**config.mk**
```make
export PLATFORM = sky130hd
export DESIGN_NAME = ahbDecoder
export DESIGN_NICKNAME = d
export VERILOG_FILES = /design/src/hdl/ahbBusPkg.sv /design/src/hdl/ahbDecoder.sv
export VERILOG_INCLUDE_DIRS = /design/src /design/src/hdl
export SDC_FILE = /design/constraint.sdc
export NUM_CORES = 1
export LEC_CHECK = 0
export BUFFER_PORTS_ARGS = -buffer_cell sky130_fd_sc_hd__buf_2
export CAP_MARGIN = 5
export CORE_AREA = 10 10 47 49
export DETAILED_ROUTE_END_ITERATION = 12
export DIE_AREA = 0 0 57 59
export SYNTH_ARGS = -nofsm -noshare
export SYNTH_HDL_FRONTEND = slang
export SYNTH_SLANG_ARGS = --single-unit
```
**constraint.sdc**
```tcl
create_clock -name HCLK -period 1.5 [get_ports HCLK]
set_clock_uncertainty 0.1 [all_clocks]
set_input_delay 0.075 -clock HCLK [delete_from_list [all_inputs] [get_ports HCLK]]
set_output_delay 0.075 -clock HCLK [all_outputs]
set_load 0.05 [all_outputs]
```
**src/hdl/ahbBus_config.svh**
```systemverilog
`ifndef AHB_BUS_CONFIG_SVH
`define AHB_BUS_CONFIG_SVH

// ~~~~~~~~~~~~~~~~~~~~~~~~~~~~~~~~~~~~~~~~~~~~~~~~~~~~~~~~~~~~~~~~~~~~~~~~~
// bus widths
// ~~~~~~~~~~~~~~~~~~~~~~~~~~~~~~~~~~~~~~~~~~~~~~~~~~~~~~~~~~~~~~~~~~~~~~~~~
`define AHB_ADDR_W   32
`define AHB_DATA_W   32
`define AHB_SIZE_W   3
`define AHB_BURST_W  3
`define AHB_PROT_W   4

// ~~~~~~~~~~~~~~~~~~~~~~~~~~~~~~~~~~~~~~~~~~~~~~~~~~~~~~~~~~~~~~~~~~~~~~~~~
// address map
// ~~~~~~~~~~~~~~~~~~~~~~~~~~~~~~~~~~~~~~~~~~~~~~~~~~~~~~~~~~~~~~~~~~~~~~~~~
// top nibble of hAddr picks the slave
`define AHB_MAP_HI   31
`define AHB_MAP_LO   28
`define SLAVE0_BASE  4'h0
`define SLAVE1_BASE  4'h1

// ~~~~~~~~~~~~~~~~~~~~~~~~~~~~~~~~~~~~~~~~~~~~~~~~~~~~~~~~~~~~~~~~~~~~~~~~~
// sram slaves
// ~~~~~~~~~~~~~~~~~~~~~~~~~~~~~~~~~~~~~~~~~~~~~~~~~~~~~~~~~~~~~~~~~~~~~~~~~
`define SRAM_WORDS   256
// word index starts above the byte offset
`define SRAM_IDX_LO  2
`define SRAM0_WAIT   0
`define SRAM1_WAIT   2

`endif

```
**src/hdl/ahbBusPkg.sv**
```systemverilog
package ahbBusPkg;

	// htrans encodings
	typedef enum logic [1:0] {
		transIdle   = 2'b00,
		transBusy   = 2'b01,
		transNonSeq = 2'b10,
		transSeq    = 2'b11
	} transKind;

	// bus owner, masterNone is the idle default master
	typedef enum logic [1:0] {
		masterNone = 2'd0,
		master1    = 2'd1,
		master2    = 2'd2
	} masterId;

	// data-phase slave
	typedef enum logic [1:0] {
		selSram0   = 2'd0,
		selSram1   = 2'd1,
		selDefault = 2'd2
	} slaveSel;

endpackage

```
**src/hdl/ahbDecoder.sv**
```systemverilog
`include "ahbBus_config.svh"

module ahbDecoder (
	input  logic                    HCLK,
	input  logic                    HRESETn,
	input  logic [`AHB_ADDR_W-1:0]  hAddr,
	input  ahbBusPkg::transKind     hTrans,
	input  logic                    hReady,
	output logic                    hSel0,
	output logic                    hSel1,
	output ahbBusPkg::slaveSel      dataSel,
	output logic                    hReadyOutDef,
	output logic                    hRespDef
);

	logic [`AHB_MAP_HI-`AHB_MAP_LO:0] region;
	ahbBusPkg::slaveSel               addrSel;
	logic                             active;
	logic                             errFirst;
	logic                             errLast;

	assign region = hAddr[`AHB_MAP_HI:`AHB_MAP_LO];
	assign active = (hTrans == ahbBusPkg::transNonSeq) || (hTrans == ahbBusPkg::transSeq);

	always_comb begin
		case (region)
			`SLAVE0_BASE: addrSel = ahbBusPkg::selSram0;
			`SLAVE1_BASE: addrSel = ahbBusPkg::selSram1;
			default:      addrSel = ahbBusPkg::selDefault;
		endcase
	end

	assign hSel0 = (addrSel == ahbBusPkg::selSram0);
	assign hSel1 = (addrSel == ahbBusPkg::selSram1);

	// default slave: wait cycle with ERROR, then ready cycle with ERROR
	always_ff @(posedge HCLK or negedge HRESETn) begin
		if (!HRESETn) begin
			dataSel  <= ahbBusPkg::selSram0;
			errFirst <= 1'b0;
			errLast  <= 1'b0;
		end else begin
			if (hReady) begin
				dataSel <= addrSel;
			end
			errFirst <= hReady && active && (addrSel == ahbBusPkg::selDefault);
			errLast  <= errFirst;
		end
	end

	assign hReadyOutDef = !errFirst;
	assign hRespDef     = errFirst || errLast;

endmodule

```
==> results.py <==
metrics = {
    "finish": {
        "area_growth_pct": 89.4,
        "seqCellArea_um2": 100,
        "final_cells": 52,
        "multiInputGateArea_um2": 57.6,
        "fill_cells": 156,
        "antennaDiodeCount": 0,
        "drive_gt1_share_pct": 50.0,
        "final_nets": 75,
    },
    "floorplan": {
        "core-area_um2": 1400,
        "fp.dieW_um": 57,
        "rows": 14,
        "dieArea_um2": 3360,
        "die_h_um": 59,
        "io_pins": 43,
        "initial_core_util_pct": 11.8,
    },
    "min_path": {
        "hp-start": "hAddr[30]",
        "whs_path_depth": 3,
        "min_to": "dataSel[0]$_DFFE_PN0P_",
        "holdCritPathClass": "primary input to register",
    },
    "sta": {
        "slew_violations": 0,
        "hold_viol": 0,
        "rsz0062_at_grt": "no",
        "setup_viol": 0,
        "fin_setup_tns_ns": 0,
        "period_share_pct": 85.4,
        "fin_crit_ns": 1.28,
        "fmax_ghz": 0.780,
        "worst_slack_ns": 0.219,
        "slew_headroom_pct": 84.0,
        "tightest_slew_ns": 0.237,
    },
    "global_routing": {
        "gr-usage-all-layers_pct": 3.59,
        "grt_pass1_vias": 204,
        "grt_antenna_before_repair": 0,
        "grt_max_degree": 6,
        "grt_pass1_wl_um": 834,
        "globalRouteOverflowTotal": 0,
    },
    "route": {
        "wl_met3_um": 66,
        "drtIter0Drc": 2,
        "highest_layer": "met4",
        "drtAntennaViolNets": 0,
        "drc_errors": 0,
        "wl_met2_um": 149,
        "firstDrtPassIters": 2,
        "wl_met1_um": 239,
        "via_per_inst": 3.19,
        "wl_per_cell_um": 9.21,
        "totalWireLength_um": 479,
        "vias": 166,
    },
    "yosys": {
        "synth-simple-area-share_pct": 28.0,
        "synth_mux_area_share_pct": 0,
        "synth_nets": 53,
        "yosysWarnings": 0,
        "syn_avg_cell_area_um2": 10.3,
        "syn_inst": 16,
        "synth-compound-area-share_pct": 6.82,
        "synth-xor-area-share_pct": 0,
        "syn_area_um2": 165,
        "ys_ff_latch": 4,
        "synth_top_family_by_area": "simple AND/OR/NAND/NOR gates",
        "synth_fa_ha_area_share_pct": 0,
        "yosysSeqAreaShare_pct": 60.6,
        "yosysUniqueCellTypes": 11,
    },
    "clock_tree": {
        "cts_tree": "done",
        "cts_resized": 0,
        "clock_sinks": 4,
        "clk_latency_ns": 0.23,
        "clk_pin_slew_ns": 0.03,
        "cts-root-buf": "clkbuf_4",
        "htreeDepth": 1,
        "cts_made_buffers": 3,
        "cts_max_path_buffers": 2,
    },
    "power_and_ir_drop": {
        "p_per_area_nw_per_um2": 992,
        "irDropWorstVdd_uv": 253,
        "p_leak_nw": 0.161,
        "total_power_mw": 0.310,
    },
    "run_status": {
        "status": "finished clean",
    },
    "worst_setup_path": {
        "rr_worst_depth": 2,
        "arrival_ns": 1.11,
        "worstReg2RegEnd": "dataSel[1]$_DFFE_PN0P_",
        "crit_required_ns": 1.32,
        "cp_max_fo": 3,
        "r2r_start": "dataSel[1]$_DFFE_PN0P_",
        "rrSetupSlack_ns": 0.78,
        "start_kind": "register",
        "setup.worst_path.class": "register to primary output",
        "crit_path_end_kind": "primary output",
    },
    "run": {
        "maxCapViolCount": 0,
    },
    "placement": {
        "post-place-cells": 45,
        "portBuffers": 13,
        "place_ws_ns": 0.406,
        "place_congestion": 0.595,
    },
}
-- how the worst max path moves through the flow --
| stage | start | to | slack [ns] | cells past startpoint |
|---|---|---|---|---|
| finish | errFirst$_DFF_PN0_ | hRespDef | 0.22 | 2 |
| floorplan | hAddr[29] | hSel0 | 0.22 | 2 |
| global route | errFirst$_DFF_PN0_ | hRespDef | 0.15 | 2 |
| CTS | errFirst$_DFF_PN0_ | hRespDef | 0.20 | 2 |
| global placement | hAddr[29] | hSel0 | 0.41 | 4 |
| detailed placement | hAddr[29] | hSel0 | 0.41 | 4 |
-- cell families after synthesis --
kind of cell,count (synthesis)
flip-flops,4
AO/OA/AOI/OAI,2
AND/OR/NAND/NOR,8
buffers and inverters,2
-- registers in the layout, indices dropped and copies added (netlist names) --
signal and count:
dataSel 2, errLast 1, errFirst 1
-- cell usage in the layout (no fill, tap or decap) --
cell / n
inv_1: 2
o22ai_1: 1
and2_1: 1
nand2_1: 1
nor3_1: 1
and3_1: 1
a21oi_1: 1
or3_4: 1
nor2_1: 2
buf_2: 13
or2_2: 1
clkbuf_4: 3
dfrtp_1: 4
dlygate4sd3_1: 4
-- stage by stage --
step	utilization (%)	area [um^2]	hold slack (ns)
after floorplan	-	165	-0.321
after global placement	17.9	250	-0.220
after detailed placement	17.9	250	-0.219
after CTS	22.3	313	0.0460
after global routing	22.3	313	0.0560
final	22.3	313	0.0574
-- layout make-up --
cell class	instances	area share (%)
clock buffer	3	7.20
inverter	2	2.40
multi-input combinational	10	18.4
sequential	4	32.0
tap	16	6.40
timing repair buffer	17	33.6
-- cell usage after synthesis --
| cell | count | share of area [%] |
|---|---|---|
| and3_1 | 1 | 3.8 |
| or2_2 | 1 | 3.8 |
| dfrtp_1 | 4 | 61 |
| inv_1 | 2 | 4.5 |
| and2_1 | 1 | 3.8 |
| nand2_1 | 1 | 2.3 |
| nor3_1 | 1 | 3.0 |
| or3_4 | 1 | 6.8 |
| nor2_1 | 2 | 4.5 |
| o22ai_1 | 1 | 3.8 |
| a21oi_1 | 1 | 3.0 |
-- power breakdown --
part           switching, mW  internal [mW]  total [mW]
clock                 0.0378         0.0891       0.127
sequential           0.00239          0.114       0.116
combinational         0.0425         0.0246      0.0671
total                 0.0827          0.228       0.310
-- metal layers --
layer,vias up,global-route usage (%)
met2,14,3.26
met4,0,7.05
met1,57,3.46
met3,2,2.58
met5,-,0
li1,93,-
-- worst max-delay path: stages, from the launching register on --
cell and delay [ns]:
dfrtp_1 0.38, or2_2 0.29, buf_2 0.21
-- repair_timing --
item | in CTS | in global routing
hold buffers | 4 | 0
buffers inserted | 0 | 0
endpoints found under the hold margin | 7 | 0
setup endpoints to repair | 0 | 0
Power figures use the tool's default switching activity.
