$ cat config.mk
export PLATFORM = sky130hd
export DESIGN_NAME = ahbMuxM2S
export DESIGN_NICKNAME = d
export VERILOG_FILES = /design/src/hdl/ahbBusPkg.sv /design/src/hdl/ahbMuxM2S.sv
export VERILOG_INCLUDE_DIRS = /design/src /design/src/hdl
export SDC_FILE = /design/constraint.sdc
export NUM_CORES = 1
export LEC_CHECK = 0
export ABC_AREA = 1
export BUFFER_PORTS_ARGS = -buffer_cell sky130_fd_sc_hd__buf_2
export CAP_MARGIN = 20
export CORE_AREA = 2 2 92 94
export DETAILED_ROUTE_END_ITERATION = 8
export DIE_AREA = 0 0 94 96
export HOLD_SLACK_MARGIN = 0.06
export PLACE_DENSITY_LB_ADDON = 0.2
export SLEW_MARGIN = 20
export SYNTH_ARGS = -nofsm -noshare
export SYNTH_HDL_FRONTEND = slang
export SYNTH_SLANG_ARGS = --single-unit
$ cat constraint.sdc
create_clock -name HCLK -period 1.15 [get_ports HCLK]
set_input_delay 0.23 -clock HCLK [delete_from_list [all_inputs] [get_ports HCLK]]
set_output_delay 0.23 -clock HCLK [all_outputs]
set_load 0.005 [all_outputs]
$ cat src/hdl/ahbBus_config.svh
`ifndef AHB_BUS_CONFIG_SVH
`define AHB_BUS_CONFIG_SVH

// ~~~~~~~~~~~~~~~~~~~~~~~~~~~~~~~~~~~~~~~~~~~~~~~~~~~~~~~~~~~~~~~~~~~~~~~~~
// bus widths
// ~~~~~~~~~~~~~~~~~~~~~~~~~~~~~~~~~~~~~~~~~~~~~~~~~~~~~~~~~~~~~~~~~~~~~~~~~
`define AHB_ADDR_W   32
`define AHB_DATA_W   32
`define AHB_SIZE_W   3
`define AHB_BURST_W  3
`define AHB_PROT_W   4

// ~~~~~~~~~~~~~~~~~~~~~~~~~~~~~~~~~~~~~~~~~~~~~~~~~~~~~~~~~~~~~~~~~~~~~~~~~
// address map
// ~~~~~~~~~~~~~~~~~~~~~~~~~~~~~~~~~~~~~~~~~~~~~~~~~~~~~~~~~~~~~~~~~~~~~~~~~
// top nibble of hAddr picks the slave
`define AHB_MAP_HI   31
`define AHB_MAP_LO   28
`define SLAVE0_BASE  4'h0
`define SLAVE1_BASE  4'h1

// ~~~~~~~~~~~~~~~~~~~~~~~~~~~~~~~~~~~~~~~~~~~~~~~~~~~~~~~~~~~~~~~~~~~~~~~~~
// sram slaves
// ~~~~~~~~~~~~~~~~~~~~~~~~~~~~~~~~~~~~~~~~~~~~~~~~~~~~~~~~~~~~~~~~~~~~~~~~~
`define SRAM_WORDS   256
// word index starts above the byte offset
`define SRAM_IDX_LO  2
`define SRAM0_WAIT   0
`define SRAM1_WAIT   2

`endif

$ cat src/hdl/ahbBusPkg.sv
package ahbBusPkg;

	// htrans encodings
	typedef enum logic [1:0] {
		transIdle   = 2'b00,
		transBusy   = 2'b01,
		transNonSeq = 2'b10,
		transSeq    = 2'b11
	} transKind;

	// bus owner, masterNone is the idle default master
	typedef enum logic [1:0] {
		masterNone = 2'd0,
		master1    = 2'd1,
		master2    = 2'd2
	} masterId;

	// data-phase slave
	typedef enum logic [1:0] {
		selSram0   = 2'd0,
		selSram1   = 2'd1,
		selDefault = 2'd2
	} slaveSel;

endpackage

$ cat src/hdl/ahbMuxM2S.sv
`include "ahbBus_config.svh"

module ahbMuxM2S (
	input  logic                      HCLK,
	input  logic                      HRESETn,
	input  ahbBusPkg::masterId        hMaster,
	input  logic                      hReady,

	input  ahbBusPkg::transKind       hTransM1,
	input  ahbBusPkg::transKind       hTransM2,
	input  logic                      hWriteM1,
	input  logic                      hWriteM2,
	input  logic [`AHB_SIZE_W-1:0]    hSizeM1,
	input  logic [`AHB_SIZE_W-1:0]    hSizeM2,
	input  logic [`AHB_BURST_W-1:0]   hBurstM1,
	input  logic [`AHB_BURST_W-1:0]   hBurstM2,
	input  logic [`AHB_PROT_W-1:0]    hProtM1,
	input  logic [`AHB_PROT_W-1:0]    hProtM2,
	input  logic [`AHB_ADDR_W-1:0]    hAddrM1,
	input  logic [`AHB_ADDR_W-1:0]    hAddrM2,
	input  logic [`AHB_DATA_W-1:0]    hWDataM1,
	input  logic [`AHB_DATA_W-1:0]    hWDataM2,

	output ahbBusPkg::transKind       hTrans,
	output logic                      hWrite,
	output logic [`AHB_SIZE_W-1:0]    hSize,
	output logic [`AHB_BURST_W-1:0]   hBurst,
	output logic [`AHB_PROT_W-1:0]    hProt,
	output logic [`AHB_ADDR_W-1:0]    hAddr,
	output logic [`AHB_DATA_W-1:0]    hWData
);

	ahbBusPkg::masterId dataMaster;

	// owner of the data phase, one accepted transfer behind hMaster
	always_ff @(posedge HCLK or negedge HRESETn) begin
		if (!HRESETn) begin
			dataMaster <= ahbBusPkg::masterNone;
		end else if (hReady) begin
			dataMaster <= hMaster;
		end
	end

	// ~~~~~~~~~~~~~~~~~~~~~~~~~~~~~~~~~~~~~~~~~~~~~~~~~~~~~~~~~~~~~~~~~~~~~~~~~
	// address phase
	// ~~~~~~~~~~~~~~~~~~~~~~~~~~~~~~~~~~~~~~~~~~~~~~~~~~~~~~~~~~~~~~~~~~~~~~~~~
	always_comb begin
		case (hMaster)
			ahbBusPkg::master1: begin
				hTrans = hTransM1;
				hWrite = hWriteM1;
				hSize  = hSizeM1;
				hBurst = hBurstM1;
				hProt  = hProtM1;
				hAddr  = hAddrM1;
			end
			ahbBusPkg::master2: begin
				hTrans = hTransM2;
				hWrite = hWriteM2;
				hSize  = hSizeM2;
				hBurst = hBurstM2;
				hProt  = hProtM2;
				hAddr  = hAddrM2;
			end
			default: begin
				// default master parks the bus on IDLE
				hTrans = ahbBusPkg::transIdle;
				hWrite = 1'b0;
				hSize  = '0;
				hBurst = '0;
				hProt  = '0;
				hAddr  = '1;
			end
		endcase
	end

	// data phase
	always_comb begin
		case (dataMaster)
			ahbBusPkg::master1: hWData = hWDataM1;
			ahbBusPkg::master2: hWData = hWDataM2;
			default:            hWData = '0;
		endcase
	end

endmodule

==> impl_table.tex <==
\begin{tabular}{lr}
\hline
Metric & Value \\
\hline
\multicolumn{2}{l}{\textbf{Placed design}} \\
\quad Gpl congestion & 0.808 \\
\quad HPWL after DPL & 5240 microns \\
\quad Dpl cell area & 2780 sq um \\
\quad IO buf count & 235 \\
\multicolumn{2}{l}{\textbf{Floorplanning}} \\
\quad Site Rows & 33 \\
\quad Die X & 94 microns \\
\quad Initial standard-cell utilization of the core & 16.9\% \\
\quad Die height & 96 microns \\
\quad Ports & 236 \\
\quad Core Area & 8050 sq um \\
\quad Area enclosed by the die boundary & 9020 sq um \\
\multicolumn{2}{l}{\textbf{Finish}} \\
\quad Fill count & 779 \\
\quad Antenna fix cells & 0 \\
\quad Number of nets in the layout & 689 \\
\quad Final Cell Area & 3940 sq um \\
\quad Area added between synthesis and finish & 190\% \\
\quad Core Util, Final & 48.9\% \\
\quad Flip-flop count of the largest register after layout & 2 \\
\quad Largest reg by FF count & dataMaster \\
\quad Fraction of final layout cells with drive strength greater than 1 & 82.6\% \\
\quad Largest registers in the final layout & dataMaster x2 \\
\multicolumn{2}{l}{\textbf{Pwr}} \\
\quad Largest vdd supply drop & 0.271 mV \\
\quad Clock power share & 12.2\% \\
\quad Internal power of the cells & 1.30 mW \\
\quad Total net switching power & 0.944 mW \\
\quad Power density relative to cell area & 569 nW/um\^{}2 \\
\quad Fraction of power spent switching nets & 42.2\% \\
\quad Static leakage power & 2.17 nW \\
\quad Sequential Power Share & 3.7\% \\
\quad Gate power share & 84.1\% \\
\quad Design Power & 2.24 mW \\
\multicolumn{2}{l}{\textbf{Critical path}} \\
\quad Register-to-register setup slack & 0.10 ns \\
\quad Crit Reg-Reg Startpoint & dataMaster[1] \\
\quad Critical setup path kind & reg2out \\
\quad Logic depth of the worst register-to-register path & 5 \\
\quad Critical R2R Capture & dataMaster[1] \\
\quad Slowest cell on the critical path & dfrtp\_1 \\
\quad CP max stage delay & 0.41 ns \\
\quad Number of buffer and inverter instances along the worst setup path & 3 \\
\quad Worst-path fanout max & 13 \\
\quad Crit start category & flop \\
\quad CP Data Arrival Time & 1.38 ns \\
\quad Cell family contributing the most delay on the critical path & flip-flops \\
\quad Cell breakdown of the critical path & inv\_2 > ha\_4 > clkbuf\_16 > nand2\_1 > a21oi\_1 > buf\_2 \\
\quad Critical path capture point type & output pin \\
\quad Data required time of the worst path & 0.92 ns \\
\quad Crit. path cell count & 6 \\
\multicolumn{2}{l}{\textbf{Synth}} \\
\quad Register area share after synthesis & 3.68\% \\
\quad Mean cell area of the mapped netlist & 5.05 sq um \\
\quad Synth Register Bits & 2 \\
\quad Library cells used by synthesis & 11 \\
\quad Number of instances in the synthesized netlist & 269 \\
\quad Synthesized Nets & 432 \\
\quad Count of synthesis-stage warnings from yosys & 0 \\
\quad Netlist Area Pre-Place & 1360 sq um \\
\multicolumn{2}{l}{\textbf{Worst hold path}} \\
\quad Worst Hold Path Cells & 3 \\
\quad Worst min-delay path startpoint & hMaster[1] \\
\quad Path class of the lowest-slack min-delay path & in2reg \\
\quad Capture endpoint of the worst hold path & dataMaster[1] \\
\multicolumn{2}{l}{\textbf{Global routing}} \\
\quad Via count of the first global-routing pass & 2551 \\
\quad Global-route wire length before repair & 11100 microns \\
\quad Maximum number of pins on one net before global-route repair & 27 \\
\quad Aggregate global-route resource usage & 15.2\% \\
\quad Number of antenna violations at the first check in global routing & 0 \\
\quad Global route overflow & 0 \\
\multicolumn{2}{l}{\textbf{STA}} \\
\quad Tightest Pin Transition & 0.137 ns \\
\quad Relative max-transition margin & 90.8\% \\
\quad Final Hold Slack & 0.256 ns \\
\quad Final setup violation count & 77 \\
\quad Max Clk Rate & 620 MHz \\
\quad Fin. Hold Viols & 0 \\
\quad Worst Skew & 0 ns \\
\quad Setup repair after global routing missed its margin & yes \\
\quad Final min period & 1.61 ns \\
\quad Worst-case setup margin in the final layout & -0.462 ns \\
\quad Final clock period utilization by the worst path & 140\% \\
\quad Pins Over Slew Limit & 0 \\
\multicolumn{2}{l}{\textbf{Status}} \\
\quad Violations in the final reports & setup timing \\
\quad Outcome & finished with violations \\
\multicolumn{2}{l}{\textbf{Routing}} \\
\quad Avg WL per Cell & 13.3 microns \\
\quad Iteration count of the initial detailed-routing pass & 4 \\
\quad Average vias per placed instance & 4.44 \\
\quad Count of antenna-violating nets left after detailed routing & 0 \\
\quad Number of vias after detailed routing & 2791 \\
\quad Total Routed Length & 8350 microns \\
\quad DRC viols & 0 \\
\quad Drt first-iter violations & 38 \\
\multicolumn{2}{l}{\textbf{Clock network}} \\
\quad Total clock buffers created by CTS & 3 \\
\quad Htree depth & 1 \\
\quad Clock tree from TritonCTS & done \\
\quad Root Buffer & clkbuf\_8 \\
\quad Buffer depth of the longest clock path & 2 \\
\quad Clock edge transition at the registers on the reported setup and hold paths & 0.03 ns \\
\quad Clock insertion delay at the later pin of the skew report & 0.21 ns \\
\quad Count of clock tree sinks & 2 \\
\multicolumn{2}{l}{\textbf{Run}} \\
\quad Max-cap violations & 0 \\
\hline
\end{tabular}
-- cell families after synthesis --
logic type / count (synthesis) / synth area share (%)
and+or+nand+nor: 188 / 54.9
AOI/OAI and AO/OA: 47 / 25.3
buffers and inverters: 28 / 12.4
adders and majority gates: 4 / 3.68
DFF: 2 / 3.68
-- synth_stat cells (all sizes together) --
cell | n | area [sq um]
a21oi | 45 | 334
dfrtp | 2 | 50.1
inv | 5 | 18.8
nand2 | 156 | 586
buf | 23 | 150
o21ai | 2 | 10.0
ha | 4 | 50.1
nand3 | 32 | 160
-- worst min-delay path, delay by kind of cell --
family          cells  cell delay, ns
simple gates        1            0.04
buf+inv             1            0.09
compound gates      1            0.06
-- worst max path at each step --
| stage | to | from |
|---|---|---|
| after floorplan | hWData[10] | dataMaster[0] |
| after global placement | hSize[0] | hMaster[0] |
| after detailed placement | hProt[3] | hMaster[0] |
| after CTS | hWData[11] | dataMaster[1] |
| after global routing | hWData[11] | dataMaster[1] |
| final | hWData[31] | dataMaster[1] |
-- cell type report --
class                   count  area (sq um)  area share (%)
multi-input cells         239          1800            45.8
clock buffers               3          41.3            1.05
inverters                   5          31.3           0.794
repair buffers            275          1880            47.8
well taps                 105           131            3.34
flip-flops and latches      2          50.0            1.27
-- routing by layer --
layer	share of wire, %	GRT usage, %	up-vias	routed length (microns)
li1	-	-	1375	-
met1	33	14.5	1255	2740
met2	58	34.0	149	4860
met3	7.7	1.33	12	644
met4	1.3	3.14	0	105
met5	0	0	-	0
-- cells in the final DEF, fill, tap and decap left out --
cell type / instances
a21oi_1: 2
buf_8: 5
nand3_2: 32
inv_2: 2
nand2_1: 84
buf_6: 6
a21oi_2: 43
nand2_4: 44
ha_4: 4
clkbuf_8: 3
nand2_2: 28
buf_12: 11
inv_4: 2
buf_2: 232
o21ai_0: 2
buf_16: 9
inv_8: 1
clkbuf_16: 1
dfrtp_1: 2
dlygate4sd3_1: 1
buf_4: 10
-- timing repair --
action                                  4_1_cts  5_1_grt
buffers inserted                              9        1
pin swaps                                    66       39
hold endpoints to repair                      2        0
cloned                                       11        1
hold buffers                                  1        0
gates resized for setup                     160       51
endpoints found under the setup margin       77       77
-- power by group through the flow --
stage	Clock, mW	Combinational (mW)	Sequential [mW]
final	0.273	1.88	0.0833
after detailed placement	0	1.32	0.0860
after global routing	0.289	2.02	0.0840
after floorplan	0	0.667	0.0852
after global placement	0	1.33	0.0857
after CTS	0.279	1.80	0.0835
-- per-stage QoR --
step	TNS [ns]	cells	worst slack (ns)
floorplan	-0.651	269	-0.0211
global placement	-17.43	606	-0.254
detailed placement	-17.00	606	-0.278
CTS	-20.82	630	-0.462
global route	-24.42	629	-0.533
finish	-20.32	629	-0.462
(Power assumes the default switching activity.)
