`src/hdl/ahbBus_config.svh`:
```
`ifndef AHB_BUS_CONFIG_SVH
`define AHB_BUS_CONFIG_SVH

// ~~~~~~~~~~~~~~~~~~~~~~~~~~~~~~~~~~~~~~~~~~~~~~~~~~~~~~~~~~~~~~~~~~~~~~~~~
// bus widths
// ~~~~~~~~~~~~~~~~~~~~~~~~~~~~~~~~~~~~~~~~~~~~~~~~~~~~~~~~~~~~~~~~~~~~~~~~~
`define AHB_ADDR_W   32
`define AHB_DATA_W   32
`define AHB_SIZE_W   3
`define AHB_BURST_W  3
`define AHB_PROT_W   4

// ~~~~~~~~~~~~~~~~~~~~~~~~~~~~~~~~~~~~~~~~~~~~~~~~~~~~~~~~~~~~~~~~~~~~~~~~~
// address map
// ~~~~~~~~~~~~~~~~~~~~~~~~~~~~~~~~~~~~~~~~~~~~~~~~~~~~~~~~~~~~~~~~~~~~~~~~~
// top nibble of hAddr picks the slave
`define AHB_MAP_HI   31
`define AHB_MAP_LO   28
`define SLAVE0_BASE  4'h0
`define SLAVE1_BASE  4'h1

// ~~~~~~~~~~~~~~~~~~~~~~~~~~~~~~~~~~~~~~~~~~~~~~~~~~~~~~~~~~~~~~~~~~~~~~~~~
// sram slaves
// ~~~~~~~~~~~~~~~~~~~~~~~~~~~~~~~~~~~~~~~~~~~~~~~~~~~~~~~~~~~~~~~~~~~~~~~~~
`define SRAM_WORDS   256
// word index starts above the byte offset
`define SRAM_IDX_LO  2
`define SRAM0_WAIT   0
`define SRAM1_WAIT   2

`endif

```
`src/hdl/ahbBusPkg.sv`:
```
package ahbBusPkg;

	// htrans encodings
	typedef enum logic [1:0] {
		transIdle   = 2'b00,
		transBusy   = 2'b01,
		transNonSeq = 2'b10,
		transSeq    = 2'b11
	} transKind;

	// bus owner, masterNone is the idle default master
	typedef enum logic [1:0] {
		masterNone = 2'd0,
		master1    = 2'd1,
		master2    = 2'd2
	} masterId;

	// data-phase slave
	typedef enum logic [1:0] {
		selSram0   = 2'd0,
		selSram1   = 2'd1,
		selDefault = 2'd2
	} slaveSel;

endpackage

```
`src/hdl/ahbMuxS2M.sv`:
```
`include "ahbBus_config.svh"

module ahbMuxS2M (
	input  ahbBusPkg::slaveSel       dataSel,
	input  logic [`AHB_DATA_W-1:0]   hRData0,
	input  logic [`AHB_DATA_W-1:0]   hRData1,
	input  logic                     hReadyOut0,
	input  logic                     hReadyOut1,
	input  logic                     hReadyOutDef,
	input  logic                     hResp0,
	input  logic                     hResp1,
	input  logic                     hRespDef,
	output logic [`AHB_DATA_W-1:0]   hRData,
	output logic                     hReady,
	output logic                     hResp
);

	// response of whichever slave owns the data phase
	always_comb begin
		case (dataSel)
			ahbBusPkg::selSram0: begin
				hRData = hRData0;
				hReady = hReadyOut0;
				hResp  = hResp0;
			end
			ahbBusPkg::selSram1: begin
				hRData = hRData1;
				hReady = hReadyOut1;
				hResp  = hResp1;
			end
			default: begin
				// default slave has no read data
				hRData = '0;
				hReady = hReadyOutDef;
				hResp  = hRespDef;
			end
		endcase
	end

endmodule

```
`config.mk`:
```
export PLATFORM = sky130hd
export DESIGN_NAME = ahbMuxS2M
export DESIGN_NICKNAME = d
export VERILOG_FILES = /design/src/hdl/ahbBusPkg.sv /design/src/hdl/ahbMuxS2M.sv
export VERILOG_INCLUDE_DIRS = /design/src /design/src/hdl
export SDC_FILE = /design/constraint.sdc
export NUM_CORES = 1
export LEC_CHECK = 0
export BUFFER_PORTS_ARGS = -buffer_cell sky130_fd_sc_hd__buf_2
export CORE_MARGIN = 2
export CORE_UTILIZATION = 27
export DETAILED_ROUTE_END_ITERATION = 6
export GPL_ROUTABILITY_DRIVEN = 0
export PLACE_DENSITY = 0.88
export SLEW_MARGIN = 20
export SYNTH_ARGS = -nofsm -noshare
export SYNTH_HDL_FRONTEND = slang
export SYNTH_SLANG_ARGS = --single-unit
```
`constraint.sdc`:
```
create_clock -name vclk -period 1.1
set_input_delay 0.22 -clock vclk [all_inputs]
set_output_delay 0.22 -clock vclk [all_outputs]
set_load 0.01 [all_outputs]
```
==> impl_results.md, run 1 <==
- Status: finished, violations left
- Failing checks: negative setup slack
- Antenna violations before repair: 0
- CLK BUF: 0
- Synth Cell Area: 568 µm²
- I/O Buffers: 106
- Critical-path top delay cell: mux2i_1
- Top cell type's share of synthesized area: 59.9%
- Area of the core: 0.00198 mm²
- Yosys cell types: 8
- All-Layer GR Usage: 17.6%
- Actual slew at the worst max-slew pin: 209 ps
- Most used cell, CP: buf_12
- Setup crit start kind: input pin
- Area leader, netlist: mux2i_1
- Initial Util: 28.7%
- CP delay by family, top: buffers and inverters
- Post-route design area: 0.00122 mm²
- Final setup vio count: 1
- Sequential area share after synthesis: 0%
- Die Wd: 49.9 µm
- Placed Instances: 207
- Via density: 4.44
- CP Buf/Inv Count: 3
- First-pass DRT Iterations: 4
- Worst setup EP type: output port
- Pwr Density: 403 mW/mm²
- Setup ws final: -7.50 ps
- RSZ-0062 raised after global routing: yes
- P&R area growth vs syn: 116%
- Critical path cell sequence: buf_12 -> buf_12 -> mux2i_1 -> nor2_1 -> buf_2
- Final core occ: 61.8%
- DR WL/cell: 11.1 µm
- Mapped Cells: 78
- First-pass GRT wire length: 3600 µm
- Tot Pwr: 494 µW
- Final-layout fill cell count: 184
- Number of sequential cells: 0
- WS Path Type: input pin to output port
- Largest net degree at the start of global routing: 16
- Synth top area cells: mux2i_1 60%, nor2_1 21%, buf_12 11%, buf_2 2.6%, buf_6 2.0%
- Sequential Area: 0 µm²
- I/O pins: 106
- Instance area after placement: 0.00112 mm²
- Nets: 257
- Gr ovfl total: 0
- Antenna Cells: 0
- Initial DRC count: 5
- Final Hold Viols: 0
- Layout cells sized above 1: 62.8%
- Vias in the first global route: 887
- Arrival time worst endpoint: 890 ps
- Detail Route Antenna Nets: 0
- Max-cap violation count: 0
- Final Cycle Share: 101%
- DIE AREA: 0.00249 mm²
- Worst VDD drop: 0.000278 V
- WP data required: 880 ps
- Rows: 16
- F_max: 903 MHz
- Relative slew slack: 86.0%
- Final Max Slew Viols: 0
- Synthesized Nets: 150
- Crit-path max FO: 9
- Post-detail-place hpwl: 1860 µm
- HP Class: input pin to output port
- Post-CTS setup buffer count: 0
- Drc violations: 0
- CP peak stage delay: 210 ps
- Yosys warnings: 0
- Post-route non-filler standard cell count: 210
- DR vias: 933
- Syn Area/Cell: 7.28 µm²
- Multi-input gate area: 485 µm²
- Final WL: 2320 µm
- Dpl ws: -62.3 ps
- Tmin final: 1110 ps
- Leak Pwr: 0.000792 µW
- Die H: 49.9 µm
==> tightest hold or removal path, stage by stage <==
cell and delay (ps):
buf_2 70, nand2_1 40, o21ai_0 60, buf_2 130
==> placed cells by master (no fill, tap or decap) <==
cell type  count
nand2_1        2
buf_2        105
clkbuf_16      1
buf_12         5
mux2i_1       32
o21ai_0        1
buf_16         2
mux2i_2        2
nor2_1        32
o21ai_1        1
==> synth_stat cells <==
master and instances:
o21ai_0 2, clkbuf_1 1, buf_12 3, buf_6 1
buf_2 3, nand2_1 2, mux2i_1 34, nor2_1 32
==> logic make-up (layout without fill, tap and decap cells) <==
kind of cell | after synthesis | in the layout | synth area share [%]
simple gates | 34 | 34 | 22.5
mux | 34 | 34 | 59.9
compound gates | 2 | 2 | 1.76
buf+inv | 8 | 113 | 15.9
==> layer usage <==
layer / up-vias / wire [µm] / part of all wire (%) / track usage, %
li1: 475 / - / - / -
met1: 415 / 819 / 35 / 19.4
met2: 43 / 1320 / 57 / 35.8
met3: 0 / 178 / 7.7 / 2.12
met4: 0 / 0 / 0 / 2.31
met5: - / 0 / 0 / 0
==> area by class of cell <==
cell class                 count  area share, %
timing repair buffer         113           57.6
tap                           27           2.76
multi-input combinational     70           39.6
==> worst paths after layout <==
kind / startpoint / cells after the start / endpoint
worst max-delay path: dataSel[0] / 5 / hRData[24]
worst min-delay path: hReadyOutDef / 4 / hReady
==> report_power, final <==
part | leakage [µW] | total (µW) | switching [µW] | internal [µW]
Combinational | 0.000792 | 494 | 211 | 283
Sequential | 0 | 0 | 0 | 0
Clock | 0 | 0 | 0 | 0
==> what timing repair did <==
action | CTS | global route
gates resized for setup | 5 | 4
pin swaps | 0 | 3
setup endpoints to repair | 34 | 28
hold buffers | 0 | 0
gates cloned | 2 | 1
hold endpoints to repair | 0 | 0
==> metrics by stage <==
step | setup TNS [ps] | hold slack (ps)
finish | -7.50 | 737
CTS | 0 | 737
detailed placement | -1300 | 735
floorplan | 0 | 598
global placement | -923 | 730
global route | -395 | 774
Note: power is estimated with default switching activity, not from simulation.
==> run 2: changes to the inputs <==
SETUP_SLACK_MARGIN = 0.02   (was not set)
==> impl_results.md, run 2 (same netlist as run 1, synthesis figures left out) <==
- Most used cell, CP: buf_12
- CP peak stage delay: 190 ps
- Final setup vio count: 0
- Detail Route Antenna Nets: 0
- Switch share: 43.0%
- Layout cells sized above 1: 62.6%
- WP data required: 880 ps
- Multi-input gate area: 485 µm²
- Initial DRC count: 4
- Final Hold Viols: 0
- DIE AREA: 0.00249 mm²
- Vias in the first global route: 893
- Combinational share of power: 100.0%
- RSZ-0062 raised after global routing: yes
- Setup crit start kind: input pin
- Global routing usage on met3: 2.12%
- Flop pwr share: 0%
- P&R area growth vs syn: 111%
- Area of the core: 0.00198 mm²
- Post-detail-place hpwl: 1860 µm
- Instance area after placement: 0.00112 mm²
- First-pass DRT Iterations: 4
- Sequential Area: 0 µm²
- Setup TNS: 0 ps
- Gr ovfl total: 0
- I/O Buffers: 106
- Most common cell after layout, fill and taps aside: buf_2
- F_max: 930 MHz
- Met1 Usage GRT: 19.2%
- HP Class: input pin to output port
- DR vias: 927
- Die H: 49.9 µm
- Via density: 4.44
- Initial Util: 28.7%
- Met2 global-route usage: 36.2%
- Internal: 275 µW
- Crit. Startpoint: dataSel[0]
- I/O pins: 106
- Most Used Layer, Global Route: met2
- Post-route design area: 0.00120 mm²
- CLK BUF: 0
- Nets: 256
- Drc violations: 0
- Worst setup EP type: output port
- Max-cap violation count: 0
- Clk pwr share: 0%
- First-pass GRT wire length: 3610 µm
- Critical path cell sequence: buf_12 -> buf_12 -> mux2i_1 -> nor2_1 -> buf_2
- Critical-path top delay cell: mux2i_1
- Arrival time worst endpoint: 850 ps
- Final-layout fill cell count: 186
- Final WL: 2240 µm
- WS Path Type: input pin to output port
- Antenna violations before repair: 0
- CP Capture Point: hRData[11]
- Number of sequential cells: 0
- Final Cycle Share: 97.7%
- DR WL/cell: 10.7 µm
- Worst VDD drop: 0.000278 V
- Relative slew slack: 85.9%
- Leak Pwr: 0.000780 µW
- Most frequent cells in the layout: 105 x buf_2, 32 x mux2i_1, 32 x nor2_1, 5 x buf_12
- Die Wd: 49.9 µm
- Pwr Density: 403 mW/mm²
- Psw: 208 µW
- Status: finished, final reports clean
- All-Layer GR Usage: 17.7%
- Actual slew at the worst max-slew pin: 212 ps
- Rows: 16
- Final Max Slew Viols: 0
- Crit-path max FO: 9
- Tmin final: 1070 ps
- Antenna Cells: 0
- Largest net degree at the start of global routing: 16
[run 2: power groups by stage]
stage	clock network [µW]	logic (µW)	registers, µW
2_1_floorplan	0	231	0
3_3_place_gp	0	437	0
3_5_place_dp	0	447	0
4_1_cts	0	483	0
5_1_grt	0	526	0
6_report	0	483	0
[run 2: worst min-delay path by stage]
stage / start / end / slack (ps) / cells after the start
after floorplan: hReadyOutDef / hReady / 600 / 2
after global placement: hReadyOutDef / hReady / 730 / 4
after detailed placement: hReadyOutDef / hReady / 740 / 4
after CTS: hRespDef / hResp / 740 / 4
after global routing: hRespDef / hResp / 770 / 4
final: hReadyOutDef / hReady / 740 / 4
[run 2: metal layers]
metal | vias up | wire, µm
met5 | - | 0
met4 | 0 | 0
met2 | 43 | 1260
met1 | 411 | 796
li1 | 473 | -
met3 | 0 | 178
[run 2: cell type report]
class	count	area share, %
repair buffers	112	56.7
well taps	27	2.82
multi-input cells	70	40.5
[run 2: timing repair]
| action | in CTS | in global routing |
|---|---|---|
| setup buffers | 0 | 0 |
| cloned | 2 | 0 |
| hold buffers | 0 | 0 |
| resized for setup | 7 | 3 |
| endpoints found under the setup margin | 34 | 28 |
| pin swaps | 0 | 1 |
[run 2: through the flow]
stage / hold WS, ps / setup WS [ps] / instances / power, µW / utilization, %
detailed placement: 735 / -62.3 / 207 / 447 / 56.6
CTS: 742 / 21.8 / 209 / 483 / 60.2
finish: 742 / 25.3 / 209 / 483 / 60.5
floorplan: 598 / 115 / 78 / 231 / -
global route: 774 / -36.3 / 209 / 526 / 60.5
global placement: 730 / -50.2 / 207 / 437 / 56.6
[run 2: critical path: cells and delay by family]
family / cells / cell delay, ps
buffers and inverters: 3 / 390
muxes: 1 / 190
and+or+nand+nor: 1 / 60
==> run 3: changes to the inputs <==
ABC_CLOCK_PERIOD_IN_PS = 1100   (was not set)
SETUP_SLACK_MARGIN = 0.05   (was 0.02)
==> impl_results.md, run 3 (same netlist as run 1, synthesis figures left out) <==
- Relative slew slack: 85.9%
- Most frequent cells in the layout: 105 x buf_2, 32 x mux2i_1, 32 x nor2_1, 5 x buf_12
- Final Cycle Share: 98.0%
- Worst setup EP type: output port
- Gr ovfl total: 0
- Antenna violations before repair: 0
- Combinational share of power: 100.0%
- Layout cells sized above 1: 62.6%
- Most used cell, CP: buf_12
- RSZ-0062 raised after global routing: yes
- Final Max Slew Viols: 0
- I/O pins: 106
- Number of sequential cells: 0
- Critical-path top delay cell: mux2i_1
- Arrival time worst endpoint: 860 ps
- Via density: 4.44
- WP data required: 880 ps
- Detail Route Antenna Nets: 0
- Setup crit start kind: input pin
- Initial Util: 28.7%
- Nets: 256
- Setup TNS: 0 ps
- CP delay by family, top: buffers and inverters
- Worst VDD drop: 0.000278 V
- Largest net degree at the start of global routing: 16
- P&R area growth vs syn: 111%
- Max-cap violation count: 0
- Tmin final: 1080 ps
- Switch share: 43.1%
- Vias in the first global route: 890
- Actual slew at the worst max-slew pin: 212 ps
- Sequential Area: 0 µm²
- Critical path cell sequence: buf_12 -> buf_12 -> mux2i_1 -> nor2_1 -> buf_2
- DIE AREA: 0.00249 mm²
- Status: finished, final reports clean
- Area of the core: 0.00198 mm²
- CLK BUF: 0
- F_max: 927 MHz
- Post-detail-place hpwl: 1860 µm
- First-pass DRT Iterations: 4
- Dpl ws: -62.3 ps
- Psw: 208 µW
- First-pass GRT wire length: 3610 µm
- I/O Buffers: 106
- Post-CTS setup buffer count: 0
- Most common cell after layout, fill and taps aside: buf_2
- DR WL/cell: 10.8 µm
- All-Layer GR Usage: 17.7%
- Pwr Density: 403 mW/mm²
- CP peak stage delay: 190 ps
- Crit-path max FO: 9
- Die H: 49.9 µm
- Leak Pwr: 0.000780 µW
- Final WL: 2250 µm
- Final Hold Viols: 0
- Die Wd: 49.9 µm
- DR vias: 929
- WS Path Type: input pin to output port
- Antenna Cells: 0
- Drc violations: 0
- HP Class: input pin to output port
- Internal: 275 µW
- Flop pwr share: 0%
- Setup ws final: 21.6 ps
- Final-layout fill cell count: 186
- Multi-input gate area: 485 µm²
- Initial DRC count: 4
- Placed Instances: 207
- CP Buf/Inv Count: 3
- Rows: 16
- Post-route non-filler standard cell count: 209
- Final setup vio count: 0
- Clk pwr share: 0%
-- run 3: cell counts in the layout (fill, tap and decap cells not counted) --
Identical to the previous run, type by type.
-- run 3: final timing paths --
path | cells after the start | startpoint | slack, ps | to
setup / recovery | 5 | dataSel[0] | 20 | hRData[11]
hold / removal | 4 | hReadyOutDef | 740 | hReady
-- run 3: area by class of cell --
class,count,share of cell area [%]
multi-input cells,70,40.5
repair buffers,112,56.7
well taps,27,2.82
-- run 3: repair_timing --
action	in CTS	in global routing
gates resized for setup	8	2
setup endpoints to repair	34	34
hold buffers	0	0
cloned	2	0
pin swaps	0	1
-- run 3: layer usage --
layer | share of wire [%] | GRT usage [%] | wire (µm) | up-vias
met5 | 0 | 0 | 0 | -
met4 | 0 | 2.31 | 0 | 0
met3 | 7.9 | 2.12 | 178 | 0
met2 | 56 | 36.2 | 1260 | 43
met1 | 36 | 19.2 | 811 | 412
li1 | - | - | - | 474
-- run 3: stage by stage --
step	instance area, µm²	hold slack, ps	util, %	power [µW]
finish	1200	742	60.5	484
detailed placement	1120	735	56.6	447
floorplan	568	598	-	231
CTS	1190	744	60.2	483
global placement	1120	730	56.6	437
global route	1200	774	60.5	526
-- run 3: power groups by stage --
stage,sequential (µW),combinational (µW),clock [µW]
2_1_floorplan,0,231,0
4_1_cts,0,483,0
6_report,0,484,0
3_5_place_dp,0,447,0
3_3_place_gp,0,437,0
5_1_grt,0,526,0
-- run 3: worst min-delay path: stages --
cell and delay [ps]:
buf_2 70, nand2_1 40, o21ai_1 60, buf_2 130
