**config.mk**
```make
export PLATFORM = sky130hd
export DESIGN_NAME = ahbArbiter
export DESIGN_NICKNAME = d
export VERILOG_FILES = /design/src/hdl/ahbBus_config.svh /design/src/hdl/ahbBusPkg.sv /design/src/hdl/ahbArbiter.sv
export SDC_FILE = /design/constraint.sdc
export NUM_CORES = 1
export LEC_CHECK = 0
export BUFFER_PORTS_ARGS = -buffer_cell sky130_fd_sc_hd__buf_2
export CORE_AREA = 2 2 39 41
export CTS_BUF_LIST = sky130_fd_sc_hd__clkbuf_4 sky130_fd_sc_hd__clkbuf_8
export DETAILED_ROUTE_END_ITERATION = 7
export DIE_AREA = 0 0 41 43
export PLACE_DENSITY = 0.47
export SYNTH_ARGS = -nofsm -noshare
export SYNTH_HDL_FRONTEND = slang
export SYNTH_SLANG_ARGS = --single-unit
```
**constraint.sdc**
```tcl
create_clock -name HCLK -period 1.4 [get_ports HCLK]
set_input_delay 0.21 -clock HCLK [delete_from_list [all_inputs] [get_ports HCLK]]
set_output_delay 0.21 -clock HCLK [all_outputs]
set_load 0.005 [all_outputs]
```
**src/hdl/ahbBus_config.svh**
```systemverilog
`ifndef AHB_BUS_CONFIG_SVH
`define AHB_BUS_CONFIG_SVH

// ~~~~~~~~~~~~~~~~~~~~~~~~~~~~~~~~~~~~~~~~~~~~~~~~~~~~~~~~~~~~~~~~~~~~~~~~~
// bus widths
// ~~~~~~~~~~~~~~~~~~~~~~~~~~~~~~~~~~~~~~~~~~~~~~~~~~~~~~~~~~~~~~~~~~~~~~~~~
`define AHB_ADDR_W   32
`define AHB_DATA_W   32
`define AHB_SIZE_W   3
`define AHB_BURST_W  3
`define AHB_PROT_W   4

// ~~~~~~~~~~~~~~~~~~~~~~~~~~~~~~~~~~~~~~~~~~~~~~~~~~~~~~~~~~~~~~~~~~~~~~~~~
// address map
// ~~~~~~~~~~~~~~~~~~~~~~~~~~~~~~~~~~~~~~~~~~~~~~~~~~~~~~~~~~~~~~~~~~~~~~~~~
// top nibble of hAddr picks the slave
`define AHB_MAP_HI   31
`define AHB_MAP_LO   28
`define SLAVE0_BASE  4'h0
`define SLAVE1_BASE  4'h1

// ~~~~~~~~~~~~~~~~~~~~~~~~~~~~~~~~~~~~~~~~~~~~~~~~~~~~~~~~~~~~~~~~~~~~~~~~~
// sram slaves
// ~~~~~~~~~~~~~~~~~~~~~~~~~~~~~~~~~~~~~~~~~~~~~~~~~~~~~~~~~~~~~~~~~~~~~~~~~
`define SRAM_WORDS   256
// word index starts above the byte offset
`define SRAM_IDX_LO  2
`define SRAM0_WAIT   0
`define SRAM1_WAIT   2

`endif

```
**src/hdl/ahbBusPkg.sv**
```systemverilog
package ahbBusPkg;

	// htrans encodings
	typedef enum logic [1:0] {
		transIdle   = 2'b00,
		transBusy   = 2'b01,
		transNonSeq = 2'b10,
		transSeq    = 2'b11
	} transKind;

	// bus owner, masterNone is the idle default master
	typedef enum logic [1:0] {
		masterNone = 2'd0,
		master1    = 2'd1,
		master2    = 2'd2
	} masterId;

	// data-phase slave
	typedef enum logic [1:0] {
		selSram0   = 2'd0,
		selSram1   = 2'd1,
		selDefault = 2'd2
	} slaveSel;

endpackage

```
**src/hdl/ahbArbiter.sv**
```systemverilog
module ahbArbiter (
	input  logic                HCLK,
	input  logic                HRESETn,
	input  logic                hBusReqM1,
	input  logic                hBusReqM2,
	input  logic                hReady,
	output logic                hGrantM1,
	output logic                hGrantM2,
	output ahbBusPkg::masterId  hMaster
);

	ahbBusPkg::masterId grantOwner;
	ahbBusPkg::masterId lastOwner;
	ahbBusPkg::masterId nextOwner;
	logic               holderReq;

	// does the current grant holder still want the bus
	always_comb begin
		case (grantOwner)
			ahbBusPkg::master1: holderReq = hBusReqM1;
			ahbBusPkg::master2: holderReq = hBusReqM2;
			default:            holderReq = 1'b0;
		endcase
	end

	// round robin, the last owner loses a tie
	always_comb begin
		if (holderReq) begin
			nextOwner = grantOwner;
		end else if (hBusReqM1 && hBusReqM2) begin
			if (lastOwner == ahbBusPkg::master1) begin
				nextOwner = ahbBusPkg::master2;
			end else begin
				nextOwner = ahbBusPkg::master1;
			end
		end else if (hBusReqM1) begin
			nextOwner = ahbBusPkg::master1;
		end else if (hBusReqM2) begin
			nextOwner = ahbBusPkg::master2;
		end else begin
			nextOwner = ahbBusPkg::masterNone;
		end
	end

	always_ff @(posedge HCLK or negedge HRESETn) begin
		if (!HRESETn) begin
			grantOwner <= ahbBusPkg::masterNone;
			lastOwner  <= ahbBusPkg::master2;
		end else begin
			grantOwner <= nextOwner;
			if (grantOwner != ahbBusPkg::masterNone) begin
				lastOwner <= grantOwner;
			end
		end
	end

	// ownership of the address phase moves only when the previous transfer completes
	always_ff @(posedge HCLK or negedge HRESETn) begin
		if (!HRESETn) begin
			hMaster <= ahbBusPkg::masterNone;
		end else if (hReady) begin
			hMaster <= grantOwner;
		end
	end

	assign hGrantM1 = (grantOwner == ahbBusPkg::master1);
	assign hGrantM2 = (grantOwner == ahbBusPkg::master2);

endmodule

```
==> results of run 1 <==
[logic make-up (layout without fill, tap and decap cells)]
kind of cell             count (synthesis)  in the layout  synth area share
multiplexers                             4              4             0.160
AND/OR/NAND/NOR                          4              4            0.0673
flip-flops                               6              6             0.508
adder cells (fa/ha/maj)                  3              3             0.126
AO/OA/AOI/OAI                            5              5             0.101
buffers and inverters                    3             20            0.0378
[critical path, stage by stage (launching register included)]
cell	delay, ns
sky130_fd_sc_hd__dfrtp_1	0.39
sky130_fd_sc_hd__inv_2	0.08
sky130_fd_sc_hd__ha_4	0.16
sky130_fd_sc_hd__a22o_2	0.25
sky130_fd_sc_hd__nand2_2	0.08
sky130_fd_sc_hd__mux2_4	0.29
[Yosys cell counts]
| cell type | n |
|---|---|
| sky130_fd_sc_hd__dfrtp_1 | 5 |
| sky130_fd_sc_hd__ha_1 | 3 |
| sky130_fd_sc_hd__o21ai_0 | 3 |
| sky130_fd_sc_hd__nor2b_1 | 1 |
| sky130_fd_sc_hd__mux2i_1 | 1 |
| sky130_fd_sc_hd__nand2_2 | 1 |
| sky130_fd_sc_hd__a22o_2 | 1 |
| sky130_fd_sc_hd__a21oi_1 | 1 |
| sky130_fd_sc_hd__inv_1 | 3 |
| sky130_fd_sc_hd__mux2_4 | 1 |
| sky130_fd_sc_hd__nand2_1 | 2 |
| sky130_fd_sc_hd__mux2_2 | 2 |
| sky130_fd_sc_hd__dfstp_2 | 1 |
[worst paths after layout]
kind                                     from  cells past startpoint       endpoint
worst max register to register  grantOwner[0]                      5  grantOwner[0]
worst max-delay path            grantOwner[0]                      5  grantOwner[0]
worst min-delay path                   hReady                      2     hMaster[0]
min in group asynchronous             HRESETn                      2  grantOwner[0]
max in group asynchronous             HRESETn                      2   lastOwner[1]
worst min register to register   lastOwner[0]                      2   lastOwner[0]
[what timing repair did]
action / 4_1_cts / 5_1_grt
hold buffers: 1 / 0
setup buffers: 1 / 1
gates resized for setup: 1 / 4
endpoints found under the setup margin: 3 / 2
hold endpoints to repair: 6 / 0
[flip-flops by register name, indices dropped and copies added, names as in the netlist]
register and cells:
lastOwner 2, hMaster 2, grantOwner 2
[layer usage]
layer  track usage  routed length (um)  part of all wire  vias to the layer above
met5             0                   0                 0                        -
met4         0.100                  17             0.030                        0
met3        0.0314                  27             0.047                        3
met2        0.0969                 256              0.44                        9
met1         0.101                 274              0.48                      104
li1              -                   -                 -                      121
[where the power goes]
group          switching, mW  internal, mW
clock                 0.0697         0.128
combinational          0.135         0.176
sequential            0.0457         0.250
[metrics by stage]
step | hold WS, ns | area [um2]
finish | 0.226 | 443
CTS | 0.221 | 423
floorplan | -0.0856 | 298
detailed placement | 0.0394 | 373
global route | 0.219 | 443
global placement | 0.0358 | 373
[area by class of cell]
class,count,area [um2],area share
Tap cell,16,20.0,0.0452
Sequential cell,6,151,0.342
Clock buffer,4,30.0,0.0678
Inverter,3,11.3,0.0254
Multi-Input combinational cell,16,150,0.339
Timing Repair Buffer,13,80.1,0.181
==> out/qor.csv, run 1 <==
stage,metric,value,unit
run_status,result of the run,completed,
clock_tree,Skew-Pair Late Insertion Delay,0.25,ns
sta,unrepaired setup endpoints after global routing,false,
run,# Max-Cap Violations,0,
detailed_routing,total number of vias,237,
logic_synthesis,post-synth cell types,13,
logic_synthesis,ranking of synthesized cells by area,"sky130_fd_sc_hd__dfrtp_1 (42%), sky130_fd_sc_hd__ha_1 (13%), sky130_fd_sc_hd__dfstp_2 (8.8%), sky130_fd_sc_hd__mux2_2 (7.6%), sky130_fd_sc_hd__o21ai_0 (5.0%)",
sta,Slew HR,0.880,
logic_synthesis,sequential share of the synthesized area,0.508,
power,total power of the final layout,803,uW
sta,setup TNS,0,ns
die,site row count,14,
layout,most frequent cells in the layout,"sky130_fd_sc_hd__buf_2 (8), sky130_fd_sc_hd__dfrtp_1 (5), sky130_fd_sc_hd__clkbuf_4 (4), sky130_fd_sc_hd__buf_4 (4), sky130_fd_sc_hd__o21ai_0 (3)",
global_routing,global-route wire length before repair,883,um
die,effective utilization at floorplan,0.215,
clock_tree,clock root buffer master,sky130_fd_sc_hd__clkbuf_4,
layout,area growth from synthesis to final layout,48.7,%
worst_setup_path,Critical Path Source Type,register,
detailed_routing,post-detailed-route via-to-cell ratio,4.09,
clock_tree,Max Root-Sink Buffers,2,
global_routing,antenna violations before repair,0,
placed_design,gp weighted congestion,0.723,
logic_synthesis,syn_nets,33,
die,area of the die,1760,um2
detailed_routing,number of detailed-routing iterations run before antenna repair,4,
logic_synthesis,post-synthesis cell count,25,
sta,hold violation total from the final report,0,
clock_tree,CTS H-tree depth,1,
layout,number of cells in the finished layout apart from fillers,58,
sta,Max Fclk,731,MHz
global_routing,aggregate global routing overflow,0,
sta,endpoints failing setup,0,
worst_setup_path,critical setup path kind,reg2reg,
logic_synthesis,area share of the largest cell type after synthesis,0.420,
worst_setup_path,arrival time worst endpoint,1.50,ns
placed_design,cell count after placement,51,
logic_synthesis,post-synthesis sequential element count,6,
detailed_routing,DRC viols,0,
layout,number of nets in the layout,51,
sta,post-route clock period utilization,0.978,
sta,worst clock skew on the final layout,0.00640,ns
detailed_routing,antenna-violating nets left,0,
sta,number of slew-limit violations in the final report,0,
clock_tree,clk sink count,6,
placed_design,number of port buffers,8,
worst_setup_path,nature of the critical path endpoint,register,
global_routing,gr usage total,0.0838,
logic_synthesis,Synth warnings,0,
die,Die X,41,um
layout,fraction of final layout cells sized beyond drive strength 1,0.619,
logic_synthesis,most area-hungry cell type in the Yosys netlist,sky130_fd_sc_hd__dfrtp_1,
layout,"commonest non-fill, non-tap cell in the layout",sky130_fd_sc_hd__buf_2,
worst_setup_path,Critical Path RT,1.54,ns
detailed_routing,average wire per standard cell,9.93,um
global_routing,pin count of the biggest net entering global routing,7,
layout,share of the core filled with cells,0.320,
logic_synthesis,Syn Std Cell Area,298,um2
sta,post-layout minimum cycle time,1.37,ns
worst_setup_path,maximum fanout along the worst path,3,
clock_tree,clock transition at the registers of the reported paths,0.05,ns
global_routing,number of global-route vias before repair,213,
power,total power divided by cell area,1810,nW/um2
hold_path,type of the worst min-delay path,in2reg,
worst_setup_path,worst reg2reg setup slack,0.03,ns
power,leakage power,0.225,nW
detailed_routing,WL final,576,um
logic_synthesis,"Avg Cell Area, Syn",11.9,um2
sta,final worst slack,0.0313,ns
power,peak supply drop,0.503,mV
sta,Worst Tran Pin Value,0.179,ns
clock_tree,total clock buffers created by CTS,3,
layout,fillers,151,
die,total I/O pin count,9,
die,floorplan die height,43,um
placed_design,setup slack at placement,-0.0601,ns
layout,number of inserted diodes,0,
die,Core Footprint,1380,um2
placed_design,estimated wirelength of the detail-placed design,427,um
detailed_routing,DRC marker count from the first detailed-route iteration,1,
clock_tree,clock tree from TritonCTS,built,
(Power assumes the default switching activity.)
==> run 2: changes to the inputs <==
==> constraint.sdc (replaced) <==
create_clock -name HCLK -period 1.1 [get_ports HCLK]
set_input_delay 0.165 -clock HCLK [delete_from_list [all_inputs] [get_ports HCLK]]
set_output_delay 0.165 -clock HCLK [all_outputs]
set_load 0.005 [all_outputs]
==> run 2 against run 1 <==
  * The flow now finishes with violations (negative setup slack)
  * Clock skew rose by 0.0019 ns
  * Critical path type unchanged
  * Setup slack got worse by 0.29 ns
  * Cell count rose by 5.2%
  * Power rose by 45%
  * Sequential share of layout area fell by 3.7 points
  * Register-to-register slack got worse by 0.29 ns
  * Largest power group unchanged
  * Critical endpoint unchanged
  * Die area did not move
  * Wire length rose by 6.3%
  * Global-route usage rose by 0.83 points
==> out/qor.csv, run 2 (synthesized netlist as in run 1, its figures left out) <==
stage,metric,value,unit,change
die,floorplan die height,43,um,unchanged
sta,hold violation total from the final report,0,,unchanged
clock_tree,CTS H-tree depth,1,,unchanged
hold_path,Worst Hold Launch,hReady,,
layout,most frequent cells in the layout,"sky130_fd_sc_hd__buf_4 (7), sky130_fd_sc_hd__buf_2 (6), sky130_fd_sc_hd__clkbuf_4 (4), sky130_fd_sc_hd__o21ai_0 (3), sky130_fd_sc_hd__dfrtp_1 (3)",,
detailed_routing,antenna-violating nets left,0,,unchanged
detailed_routing,total number of vias,252,,+6.3%
worst_setup_path,nature of the critical path endpoint,register,,
detailed_routing,DRC marker count from the first detailed-route iteration,0,,-1
die,total I/O pin count,9,,unchanged
layout,number of nets in the layout,54,,+5.9%
run,# Max-Cap Violations,0,,unchanged
layout,share of the core filled with cells,0.365,,+0.0452
run_status,failing checks,negative setup slack,,
placed_design,post-placement cell area,388,um2,+4.0%
run_status,result of the run,finished with violations,,
detailed_routing,number of detailed-routing iterations run before antenna repair,1,,-3
power,total power of the final layout,1.17,mW,+45%
sta,unrepaired setup endpoints after global routing,true,,
worst_setup_path,worst reg2reg setup slack,-0.26,ns,-0.29 ns
sta,number of slew-limit violations in the final report,0,,unchanged
placed_design,estimated wirelength of the detail-placed design,412,um,-3.5%
sta,Worst Tran Pin Value,0.168,ns,-0.0119 ns
placed_design,gp weighted congestion,0.692,,-4.3%
layout,number of inserted diodes,0,,unchanged
sta,worst hold slack across all endpoints,0.190,ns,-0.0357 ns
global_routing,pin count of the biggest net entering global routing,7,,unchanged
worst_setup_path,Crit Reg-Reg Startpoint,grantOwner[0],,
clock_tree,clock root buffer master,sky130_fd_sc_hd__clkbuf_4,,
layout,area growth from synthesis to final layout,69.7,%,
worst_setup_path,critical setup path kind,reg2reg,,
sta,post-layout minimum cycle time,1.36,ns,-0.00841 ns
global_routing,global-route wire length before repair,1010,um,+15%
global_routing,antenna violations before repair,0,,unchanged
global_routing,aggregate global routing overflow,0,,unchanged
sta,worst clock skew on the final layout,0.00831,ns,+0.00191 ns
global_routing,gr usage total,0.0920,,+0.00826
clock_tree,clk sink count,6,,unchanged
clock_tree,total clock buffers created by CTS,3,,unchanged
worst_setup_path,arrival time worst endpoint,1.49,ns,about the same
layout,largest registers ranked by flip-flop count,"grantOwner (2), hMaster (2), lastOwner (2)",,
worst_setup_path,Critical Path Source Type,register,,
global_routing,number of global-route vias before repair,251,,+18%
detailed_routing,DRC viols,0,,unchanged
sta,final worst slack,-0.260,ns,-0.292 ns
worst_setup_path,worst r2r path cells,5,,unchanged
placed_design,number of port buffers,8,,unchanged
hold_path,capture endpoint of the worst hold path,hMaster[0],,
placed_design,setup slack at placement,-0.272,ns,-0.212 ns
hold_path,type of the worst min-delay path,in2reg,,
worst_setup_path,capture point of the worst reg-to-reg path,grantOwner[0],,
die,area of the die,1760,um2,unchanged
sta,post-route clock period utilization,1.24,,+0.259
hold_path,instance count along the most critical hold path,2,,unchanged
layout,"commonest non-fill, non-tap cell in the layout",sky130_fd_sc_hd__buf_4,,
clock_tree,Skew-Pair Late Insertion Delay,0.24,ns,about the same
clock_tree,Max Root-Sink Buffers,2,,unchanged
power,leakage power,0.253,nW,+13%
worst_setup_path,CP startpoint,grantOwner[0],,
detailed_routing,WL final,612,um,+6.3%
power,peak supply drop,0.668,mV,+33%
clock_tree,clock tree from TritonCTS,built,,
layout,fraction of final layout cells sized beyond drive strength 1,0.689,,+0.0698
die,Core Footprint,1380,um2,unchanged
sta,endpoints failing setup,4,,+4
worst_setup_path,maximum fanout along the worst path,4,,+1
sta,Slew HR,0.888,,+0.00793
layout,fillers,145,,-4.0%
clock_tree,clock transition at the registers of the reported paths,0.05,ns,about the same
die,site row count,14,,unchanged
detailed_routing,post-detailed-route via-to-cell ratio,4.13,,+1.1%
power,total power divided by cell area,2310,nW/um2,+27%
detailed_routing,average wire per standard cell,10.0,um,+1.0%
worst_setup_path,Critical Path RT,1.23,ns,-0.31 ns
die,effective utilization at floorplan,0.215,,unchanged
sta,Max Fclk,735,MHz,+0.62%
layout,cell area after layout,505,um2,+14%
die,Die X,41,um,unchanged
-- run 2: changes by cell type in the layout (fill, tap and decap cells not counted), moves of 2 or more --
cell / previous run / this run
sky130_fd_sc_hd__buf_4: 4 / 7
sky130_fd_sc_hd__dfrtp_1: 5 / 3
sky130_fd_sc_hd__buf_2: 8 / 6
sky130_fd_sc_hd__buf_6: 0 / 2
sky130_fd_sc_hd__dfrtp_2: 0 / 2
-- run 2: worst max-delay path by stage --
stage | depth (start not counted) | slack, ns | to
2_1_floorplan | 5 | -0.23 | grantOwner[0]
5_1_grt | 5 | -0.30 | grantOwner[0]
3_3_place_gp | 5 | -0.26 | grantOwner[0]
4_1_cts | 5 | -0.26 | grantOwner[0]
3_5_place_dp | 5 | -0.27 | grantOwner[0]
6_report | 5 | -0.26 | grantOwner[0]
-- run 2: per-layer routing --
layer | up-vias | wire length, um | global-route usage
li1 | 123 | - | -
met1 | 115 | 264 | 0.0888
met2 | 12 | 282 | 0.134
met3 | 2 | 45 | 0.0314
met4 | 0 | 19 | 0.100
met5 | - | 0 | 0
-- run 2: where the power goes --
group          switching, mW  internal, mW  leakage (nW)
logic                  0.207         0.323         0.165
clock network         0.0795         0.162        0.0184
registers             0.0722         0.323        0.0696
total                  0.359         0.808         0.253
-- run 2: metrics by stage --
stage                     TNS (ns)  cells
after global routing         -1.01     61
after detailed placement    -0.474     51
after floorplan             -0.279     25
after global placement      -0.469     51
after CTS                   -0.776     59
final                       -0.839     61
-- run 2: layout make-up --
| class | instances | area, um2 | area share |
|---|---|---|---|
| clock buffer | 4 | 30.0 | 0.0594 |
| inverter | 3 | 13.8 | 0.0272 |
| multi-input combinational | 16 | 173 | 0.342 |
| sequential | 6 | 154 | 0.304 |
| tap | 16 | 20.0 | 0.0396 |
| timing repair buffer | 16 | 115 | 0.228 |
-- run 2: worst max-delay path: stages, from the launching register on --
cell and delay [ns]:
sky130_fd_sc_hd__dfrtp_2 0.41, sky130_fd_sc_hd__inv_2 0.07, sky130_fd_sc_hd__ha_4 0.16, sky130_fd_sc_hd__a22o_4 0.24, sky130_fd_sc_hd__nand2_4 0.06, sky130_fd_sc_hd__mux2_4 0.29
-- run 2: what timing repair did --
item	in CTS	in global routing
cloned	0	0
hold buffers	1	0
resized for setup	4	4
buffers inserted	3	2
endpoints found under the hold margin	6	0
setup endpoints to repair	4	4
pin swaps	2	3
